### config.mk
export PLATFORM = sky130hd
export DESIGN_NAME = fetchTop
export DESIGN_NICKNAME = d
export VERILOG_FILES = /design/src/hw/fetchPkg.sv /design/src/hw/isaPkg.sv /design/src/hw/fetchSlotIf.sv /design/src/hw/branchTarget.sv /design/src/hw/fetchBufCtrl.sv /design/src/hw/fetchTop.sv /design/src/hw/insnPredecode.sv /design/src/hw/returnStack.sv
export SDC_FILE = /design/constraint.sdc
export NUM_CORES = 1
export LEC_CHECK = 0
export ABC_CLOCK_PERIOD_IN_PS = 6300
export BUFFER_PORTS_ARGS = -buffer_cell sky130_fd_sc_hd__buf_2
export CORE_ASPECT_RATIO = 1.5
export CORE_MARGIN = 8
export CORE_UTILIZATION = 45
export CTS_CLUSTER_DIAMETER = 50
export CTS_CLUSTER_SIZE = 40
export DETAILED_ROUTE_END_ITERATION = 7
export PLACE_DENSITY = 0.67
export SLEW_MARGIN = 20
export SYNTH_ARGS = -nofsm -noshare
export SYNTH_HDL_FRONTEND = slang
export SYNTH_SLANG_ARGS = --single-unit
### constraint.sdc
create_clock -name clk -period 6.3 [get_ports clk]
set_clock_uncertainty 0.15 [all_clocks]
set_input_delay 1.26 -clock clk [delete_from_list [all_inputs] [get_ports clk]]
set_output_delay 1.26 -clock clk [all_outputs]
set_load 0.005 [all_outputs]
### src/hw/fetchPkg.sv
// ========================================
// fetch stage addresses and status codes
// byte addresses are 32 bits wide
// return stack depth must match the pointer
// ========================================
`default_nettype none

package fetchPkg;

	// byte address of an instruction
	typedef logic [31:0] pcT;

	// first fetch address after reset
	localparam pcT RESET_PC = 32'h0000_0100;

	// return stack entries, a power of two
	localparam int RSB_DEPTH = 4;
	typedef logic [1:0] rsbPtrT;

	// sticky error report
	typedef enum logic [3:0] {
		PANIC_NONE        = 4'd0,
		PANIC_EMPTY_QUEUE = 4'd1
	} panicE;

	// which fetch buffer holds the older instruction
	typedef enum logic {
		BUF_A = 1'b0,
		BUF_B = 1'b1
	} bufSelE;

endpackage

`default_nettype wire

### src/hw/isaPkg.sv
// ========================================
// instruction set view of the fetch stage
// 48-bit words, length field in bits 7..6
// opcode in bits 5..0
// compressed words are sized, not expanded
// ========================================
`default_nettype none

package isaPkg;

	// full instruction word as fetched
	typedef logic [47:0] insnT;
	// primary opcode field
	typedef logic [5:0] opcodeT;
	// instruction length in bytes (2, 4 or 6)
	typedef logic [2:0] insnLenT;

	// ========================================
	// opcodes seen by the fetch stage
	// ========================================
	localparam opcodeT OP_BCC  = 6'h30;
	localparam opcodeT OP_JMP  = 6'h28;
	localparam opcodeT OP_CALL = 6'h29;
	localparam opcodeT OP_RET  = 6'h2A;
	localparam opcodeT OP_NOP  = 6'h3D;

	// flow class used for steering and the return stack
	typedef enum logic [2:0] {
		CLS_PLAIN  = 3'd0,
		CLS_BRANCH = 3'd1,
		CLS_JMP    = 3'd2,
		CLS_CALL   = 3'd3,
		CLS_RET    = 3'd4
	} insnClassE;

endpackage

`default_nettype wire

### src/hw/fetchSlotIf.sv
// ========================================
// head fetch buffer slot
// driven by the buffer controller only
// len and cls are the predecoded head word
// ========================================
`timescale 1ns/1ps
`default_nettype none

interface fetchSlotIf;

	logic                valid;
	isaPkg::insnT        instr;
	fetchPkg::pcT        pc;
	isaPkg::insnLenT     len;
	isaPkg::insnClassE   cls;

	// buffer controller side
	modport ctrl (output valid, instr, pc, len, cls);
	// consumers of the head slot
	modport peer (input valid, instr, pc, len, cls);

endinterface

`default_nettype wire

### src/hw/branchTarget.sv
// ========================================
// redirect decision for the head slot
// combinational, zero cycles
// branch direction comes from outside
// ========================================
`timescale 1ns/1ps
`default_nettype none

module branchTarget
(
	fetchSlotIf.peer            head,
	input  var logic            predictTaken_i,
	input  var fetchPkg::pcT    retAddr_i,
	output logic                take_o,
	output fetchPkg::pcT        target_o
);

	fetchPkg::pcT brTarget;
	fetchPkg::pcT jmpTarget;

	// ========================================
	// take decision
	// ========================================

	// unconditional flow always redirects
	// conditional branch only when predicted
	always_comb
	begin
		case (head.cls)
			isaPkg::CLS_JMP,
			isaPkg::CLS_CALL,
			isaPkg::CLS_RET:    take_o = head.valid;
			isaPkg::CLS_BRANCH: take_o = head.valid & predictTaken_i;
			default:            take_o = 1'b0;
		endcase
	end

	// ========================================
	// target address
	// ========================================

	// halfword displacement in bits 31..16
	assign brTarget = head.pc + {{15{head.instr[31]}}, head.instr[31:16], 1'b0};

	// long form is absolute, short form keeps the pc's top bits
	assign jmpTarget = (head.len == 3'd6) ?
		{head.instr[38:8], 1'b0} :
		{head.pc[31:25], head.instr[31:8], 1'b0};

	always_comb
	begin
		case (head.cls)
			isaPkg::CLS_BRANCH: target_o = brTarget;
			isaPkg::CLS_JMP,
			isaPkg::CLS_CALL:   target_o = jmpTarget;
			isaPkg::CLS_RET:    target_o = retAddr_i;
			// fall through when nothing redirects
			default:            target_o = head.pc + fetchPkg::pcT'(head.len);
		endcase
	end

endmodule

`default_nettype wire

### src/hw/fetchBufCtrl.sv
// ========================================
// fetch buffer controller
// two buffers used in ping-pong order
// priority is miss, taken head, then fill
// one fetch per cycle, none when both full
// panic stays set until reset
// ========================================
`timescale 1ns/1ps
`default_nettype none

module fetchBufCtrl
(
	input  var logic                clk,
	input  var logic                rst,
	input  var isaPkg::insnT        insnWord_i,
	input  var isaPkg::insnLenT     insnLen_i,
	input  var logic                phit_i,
	input  var logic                queued_i,
	input  var logic                branchMiss_i,
	input  var fetchPkg::pcT        missPc_i,
	input  var logic                take_i,
	input  var fetchPkg::pcT        target_i,
	input  var isaPkg::insnLenT     headLen_i,
	input  var isaPkg::insnClassE   headCls_i,
	fetchSlotIf.ctrl                head,
	output fetchPkg::pcT            pc_o,
	output fetchPkg::panicE         panic_o
);

	// ========================================
	// state
	// ========================================
	fetchPkg::pcT       pcQ;
	logic [1:0]         bufValid;
	isaPkg::insnT       bufInstr [2];
	fetchPkg::pcT       bufPc [2];
	fetchPkg::bufSelE   headSel;
	fetchPkg::bufSelE   otherSel;
	fetchPkg::bufSelE   fillSel;
	fetchPkg::panicE    panicQ;
	logic               headValid;
	logic               fillEn;

	assign otherSel  = (headSel == fetchPkg::BUF_A) ? fetchPkg::BUF_B : fetchPkg::BUF_A;
	assign headValid = bufValid[headSel];

	// an empty head means both are empty, so refill the head first
	assign fillSel = headValid ? otherSel : headSel;
	// redirects discard the word at the old pc
	assign fillEn  = phit_i & ~branchMiss_i & ~take_i & ~(headValid & bufValid[otherSel]);

	// ========================================
	// control
	// ========================================
	always_ff @(posedge clk)
	begin
		if (rst)
		begin
			pcQ      <= fetchPkg::RESET_PC;
			bufValid <= '0;
			headSel  <= fetchPkg::BUF_A;
			panicQ   <= fetchPkg::PANIC_NONE;
		end
		else
		begin
			// issue stage took a head that was not there
			if (queued_i & ~headValid)
				panicQ <= fetchPkg::PANIC_EMPTY_QUEUE;

			if (branchMiss_i)
			begin
				// restart from the resolved address
				pcQ      <= missPc_i;
				bufValid <= '0;
				headSel  <= fetchPkg::BUF_A;
			end
			else if (take_i)
			begin
				// younger buffer is on the wrong path
				pcQ                <= target_i;
				bufValid[otherSel] <= 1'b0;
				// head lives until the issue stage takes it
				if (queued_i)
				begin
					bufValid[headSel] <= 1'b0;
					headSel           <= otherSel;
				end
			end
			else
			begin
				if (queued_i & headValid)
				begin
					bufValid[headSel] <= 1'b0;
					headSel           <= otherSel;
				end
				// fill and step pc by the word's length
				if (fillEn)
				begin
					bufValid[fillSel] <= 1'b1;
					pcQ               <= pcQ + fetchPkg::pcT'(insnLen_i);
				end
			end
		end
	end

	// payload
	always_ff @(posedge clk)
	begin
		if (fillEn)
		begin
			bufInstr[fillSel] <= insnWord_i;
			bufPc[fillSel]    <= pcQ;
		end
	end

	// ========================================
	// head steering
	// ========================================
	assign head.valid = headValid;
	assign head.instr = bufInstr[headSel];
	assign head.pc    = bufPc[headSel];
	// predecoded head fields come back from outside
	assign head.len   = headLen_i;
	assign head.cls   = headCls_i;

	assign pc_o    = pcQ;
	assign panic_o = panicQ;

endmodule

`default_nettype wire

### src/hw/fetchTop.sv
// ========================================
// fetch stage top level
// instruction memory answers in the same cycle
// queued_i and branchMiss_i are strobes
// ========================================
`timescale 1ns/1ps
`default_nettype none

module fetchTop
(
	input  var logic                clk,
	input  var logic                rst,
	input  var isaPkg::insnT        insn_i,
	input  var logic                phit_i,
	input  var logic                queued_i,
	input  var logic                predictTaken_i,
	input  var logic                branchMiss_i,
	input  var fetchPkg::pcT        missPc_i,
	output fetchPkg::pcT            pc_o,
	output logic                    headValid_o,
	output isaPkg::insnT            headInstr_o,
	output fetchPkg::pcT            headPc_o,
	output isaPkg::insnLenT         headLen_o,
	output fetchPkg::panicE         panic_o
);

	isaPkg::insnLenT    fetchLen;
	isaPkg::insnLenT    headLen;
	isaPkg::insnClassE  headCls;
	logic               take;
	fetchPkg::pcT       target;
	fetchPkg::pcT       retAddr;

	// head slot shared by controller, target and stack
	fetchSlotIf headSlot ();

	fetchBufCtrl i_ctrl (
		.clk(clk), .rst(rst),
		.insnWord_i(insn_i), .insnLen_i(fetchLen), .phit_i(phit_i),
		.queued_i(queued_i), .branchMiss_i(branchMiss_i), .missPc_i(missPc_i),
		.take_i(take), .target_i(target),
		.headLen_i(headLen), .headCls_i(headCls),
		.head(headSlot.ctrl), .pc_o(pc_o), .panic_o(panic_o)
	);

	insnPredecode i_predecode (
		.fetchInsn_i(insn_i), .headInsn_i(headSlot.instr),
		.fetchLen_o(fetchLen), .headLen_o(headLen), .headCls_o(headCls)
	);

	branchTarget i_target (
		.head(headSlot.peer), .predictTaken_i(predictTaken_i),
		.retAddr_i(retAddr), .take_o(take), .target_o(target)
	);

	returnStack i_rsb (
		.clk(clk), .rst(rst), .head(headSlot.peer),
		.queued_i(queued_i), .top_o(retAddr)
	);

	// head slot to the issue stage
	assign headValid_o = headSlot.valid;
	assign headInstr_o = headSlot.instr;
	assign headPc_o    = headSlot.pc;
	assign headLen_o   = headSlot.len;

endmodule

`default_nettype wire

### src/hw/insnPredecode.sv
// ========================================
// length and class predecode
// purely combinational
// 2-byte words are sized only
// ========================================
`timescale 1ns/1ps
`default_nettype none

module insnPredecode
(
	input  var isaPkg::insnT      fetchInsn_i,
	input  var isaPkg::insnT      headInsn_i,
	output isaPkg::insnLenT       fetchLen_o,
	output isaPkg::insnLenT       headLen_o,
	output isaPkg::insnClassE     headCls_o
);

	// length field in bits 7..6
	function automatic isaPkg::insnLenT lenOf(input isaPkg::insnT w);
		case (w[7:6])
			2'd0:    lenOf = 3'd4;
			2'd1:    lenOf = 3'd6;
			// both compressed encodings
			default: lenOf = 3'd2;
		endcase
	endfunction

	// flow class from the opcode
	function automatic isaPkg::insnClassE clsOf(input isaPkg::insnT w);
		case (isaPkg::opcodeT'(w[5:0]))
			isaPkg::OP_BCC:  clsOf = isaPkg::CLS_BRANCH;
			isaPkg::OP_JMP:  clsOf = isaPkg::CLS_JMP;
			isaPkg::OP_CALL: clsOf = isaPkg::CLS_CALL;
			isaPkg::OP_RET:  clsOf = isaPkg::CLS_RET;
			default:         clsOf = isaPkg::CLS_PLAIN;
		endcase
	endfunction

	// incoming word sizes the pc step
	assign fetchLen_o = lenOf(fetchInsn_i);

	// head word feeds steering and the return stack
	assign headLen_o = lenOf(headInsn_i);
	assign headCls_o = clsOf(headInsn_i);

endmodule

`default_nettype wire

### src/hw/returnStack.sv
// ========================================
// circular return address stack
// oldest entry is lost when full
// an empty stack returns the reset address
// no repair after a branch miss
// ========================================
`timescale 1ns/1ps
`default_nettype none

module returnStack
(
	input  var logic            clk,
	input  var logic            rst,
	fetchSlotIf.peer            head,
	input  var logic            queued_i,
	output fetchPkg::pcT        top_o
);

	fetchPkg::pcT                       stack [fetchPkg::RSB_DEPTH];
	logic [fetchPkg::RSB_DEPTH-1:0]     entryValid;
	fetchPkg::rsbPtrT                   topPtr;
	fetchPkg::rsbPtrT                   pushPtr;
	logic                               doPush;
	logic                               doPop;

	// only a head the issue stage accepts moves the stack
	assign doPush  = queued_i & head.valid & (head.cls == isaPkg::CLS_CALL);
	assign doPop   = queued_i & head.valid & (head.cls == isaPkg::CLS_RET);
	// pointer wraps, which overwrites the oldest entry
	assign pushPtr = topPtr + 1'b1;

	// control state
	always_ff @(posedge clk)
	begin
		if (rst)
		begin
			topPtr     <= '0;
			entryValid <= '0;
		end
		else if (doPush)
		begin
			topPtr              <= pushPtr;
			entryValid[pushPtr] <= 1'b1;
		end
		else if (doPop)
		begin
			topPtr             <= topPtr - 1'b1;
			entryValid[topPtr] <= 1'b0;
		end
	end

	// return address is the byte after the call
	always_ff @(posedge clk)
	begin
		if (doPush)
			stack[pushPtr] <= head.pc + fetchPkg::pcT'(head.len);
	end

	assign top_o = entryValid[topPtr] ? stack[topPtr] : fetchPkg::RESET_PC;

endmodule

`default_nettype wire

==> key figures <==
Final layout
  • Nets: 1,553
  • Finished Layout Cells: 1,919
  • Layout area overhead: 13.8%
  • Fin util: 51.9%
  • Share of cells above drive strength 1: 26.7%
  • # diodes: 0

Power
  • P_leak: 6.55 nW
  • Power per cell area: 248 nW/um^2
  • VDD IR max: 0.141 mV

Synthesis
  • Synth async-reset ratio: 0%
  • Cell area after synthesis: 16,300 um^2
  • Register area share after synthesis: 58.4%
  • Synth Flop Type: edfxtp_1
  • Synth Register Bits: 333
  • Yosys cell types: 87
  • Post-synth EDFFs: 288
  • Ys Warns: 0
  • Mean Syn Cell Area: 13.2 um^2
  • Post-Syn Instances: 1,241

Placed design
  • DP Cell Count: 1,879
  • Detailed placement HPWL: 35,300 um
  • Port bufs: 201
  • GPL Wtd Cong: 0.937
  • Placement Setup Slack: 1.65 ns

Timing
  • Fin crit period: 4.65 ns
  • Final setup fails: 0
  • Hold Violations, Final: 0
  • Final WS setup: 1.65 ns
  • Setup_tns: 0 ns
  • Max Fclk: 215 MHz
  • Period Utilization, post-route: 73.8%
  • Final Hold Slack: 0.364 ns
  • Measured slew at the worst slew-check pin: 1.03 ns
  • Unrepaired setup endpoints after global routing: no
  • Slew Viols, Final: 0
  • Max_slew headroom: 31.2%

Global route
  • Number of global-route vias before repair: 11.3k
  • GRT Overall Usage: 21.8%
  • Wire length of the first global-routing pass: 70,000 um
  • Total grt overflow: 0
  • Largest net degree at the start of global routing: 67
  • Initial antenna violation count: 0

Flow run
  • Number of max-cap violations: 0

Clocking
  • CTS H-tree lvls: 1
  • Clock Pin Slew Worst Setup and Hold Paths: 0.11 ns
  • CTS tree: yes
  • Clock sinks: 333
  • Hold-fix buffers at CTS: 0
  • Root Buffer: clkbuf_16
  • Clk_lat worst skew: 0.56 ns
  • Setup bufs post-CTS: 0
  • Inserted Clock Buffers: 23
  • Post-CTS sizing: 0
  • Clock buffer depth: 3

Floorplanning
  • Initial Util: 45.6%
  • Die area: 42,800 um^2
  • IO Pins: 206
  • DIE WIDTH: 172 um
  • # rows: 85
  • Core area: 35,800 um^2
  • Die height: 249 um

Detailed routing
  • Via density: 5.93
  • Total routed wirelength: 48,000 um
  • DRC: 0
  • DR pass1 iterations: 5
  • Post-DRT Antenna Nets: 0
  • Total number of vias: 11.4k
  • DR iter-0 viols: 1,038
  • Avg WL per Cell: 25.0 um

Setup path
  • R2r setup slk: 1.65 ns
  • Worst EP arrival: 4.93 ns
  • Crit. End Element: flip-flop
  • Worst EP required: 6.58 ns
  • CP Class: reg2reg
  • FF-to-FF End: i_ctrl.pc_o[28]
  • R2R depth: 11
  • Worst Path Max Fanout: 59
  • Worst setup SP type: flip-flop

Min path
  • Hold Crit Depth: 2
  • Hold WC Path Type: reg2reg
  • Hold worst-path end: i_rsb.entryValid[2]
  • Hold Crit Start: i_rsb.entryValid[2]

Run status
  • Outcome: finished clean
-- power by group --
group	switching (W)	internal, W	total (W)
Sequential	0.0000432	0.00244	0.00249
Combinational	0.000289	0.000177	0.000466
Clock	0.000847	0.000819	0.00167
-- metrics by stage --
| step | area (um^2) | power (W) |
|---|---|---|
| final | 18600 | 0.00462 |
| after global routing | 18600 | 0.00476 |
| after CTS | 18600 | 0.00465 |
| after detailed placement | 17700 | 0.00300 |
| after global placement | 17700 | 0.00299 |
| after floorplan | 16400 | 0.00281 |
-- worst max path at each step --
| stage | slack [ns] | cells after the start | to | startpoint |
|---|---|---|---|---|
| 2_1_floorplan | 1.70 | 19 | i_ctrl.pc_o[25] | flip-flop |
| 3_5_place_dp | 1.65 | 11 | i_ctrl.pc_o[28] | flip-flop |
| 6_report | 1.65 | 11 | i_ctrl.pc_o[28] | flip-flop |
| 3_3_place_gp | 1.69 | 12 | i_ctrl.pc_o[28] | flip-flop |
| 5_1_grt | 1.43 | 12 | i_ctrl.pc_o[29] | flip-flop |
| 4_1_cts | 1.65 | 11 | i_ctrl.pc_o[28] | flip-flop |
-- layer usage --
layer	track usage, %	share of wire [%]	routed length [um]
met1	28.1	41	19500
met2	35.9	48	23000
met3	2.89	7.0	3340
met4	9.84	4.3	2090
met5	0	0	0
-- synth_stat cells, drive strengths merged (11+ instances only) --
cell | instances | share of area (%)
nor2 | 88 | 2.1
nor3 | 32 | 1.2
nor2b | 13 | 0.50
edfxtp | 288 | 53
buf | 38 | 1.7
mux2 | 56 | 3.9
ha | 38 | 2.9
xnor2 | 50 | 2.7
nand4 | 16 | 0.65
o21ai | 41 | 1.3
a21oi | 69 | 2.1
nor4 | 12 | 0.64
inv | 48 | 1.1
a221oi | 11 | 0.59
a21o | 15 | 0.69
a22oi | 11 | 0.59
xor2 | 24 | 1.3
a211oi | 25 | 1.2
dfxtp | 45 | 5.5
nand2 | 77 | 1.8
mux2i | 28 | 1.8
clkbuf | 24 | 0.55
mux4 | 33 | 4.5
nand3 | 21 | 0.70
-- logic make-up (layout without fill, tap and decap cells) --
kind of cell	Yosys count	in the layout	synth area share, %
fa+ha+maj	41	41	3.28
buf+inv	110	307	3.38
other cells	1	4	0.0229
mux	117	117	10.2
compound gates	260	260	11.1
xor+xnor	74	74	3.97
flops	333	333	58.4
simple gates	305	305	9.61
-- layout make-up --
class                      count  area (um^2)
timing repair buffer         219         1140
inverter                      48          180
clock inverter                17          278
clock buffer                  23          576
multi-input combinational    801         6270
sequential                   333         9550
tap                          478          598
fill                        3089        17200
-- critical path, cell delays in order (launching register included) --
cell	delay, ns
dfxtp_4	0.86
buf_4	0.45
mux2i_1	0.55
inv_1	0.12
ha_1	0.37
or3_1	0.36
o211ai_1	0.12
o31ai_1	0.16
a41oi_1	0.68
nor4_1	0.12
or3_1	0.38
a31o_2	0.20
-- sequential cells by signal, indices dropped and copies added, names as in the netlist, named ones only --
signal / count
i_ctrl.headSel: 1
i_rsb.topPtr: 2
i_rsb.stack: 128
i_ctrl.panic_o: 1
i_ctrl.bufPc: 64
i_ctrl.pc_o: 32
i_ctrl.bufInstr: 96
i_ctrl.bufValid: 2
i_rsb.entryValid: 4
-- layout by cell type (no fill, tap or decap), types with 6 or more instances in the layout --
cell	synthesis	routed
mux2_2	56	56
a211oi_1	24	24
inv_1	48	48
and3_1	9	7
nor3_1	26	26
nor2_1	86	86
nor2b_1	13	13
dfxtp_1	45	43
edfxtp_1	288	288
nor3_2	6	6
nor4_1	10	10
a31oi_1	9	9
nand2_1	77	77
o21bai_1	8	8
o211ai_1	8	8
o21ai_0	35	35
buf_2	19	201
a221oi_1	11	11
a311oi_1	6	6
nand3_1	19	19
a21oi_1	69	69
xor2_1	24	24
xnor2_1	50	50
and2_1	9	9
buf_4	8	18
a21o_1	15	15
mux4_2	33	33
clkbuf_16	0	23
a222oi_1	7	7
a22oi_1	10	10
ha_1	38	38
mux2i_1	26	26
nand4_1	15	15
No activity file was read; power rests on OpenSTA's default activity.
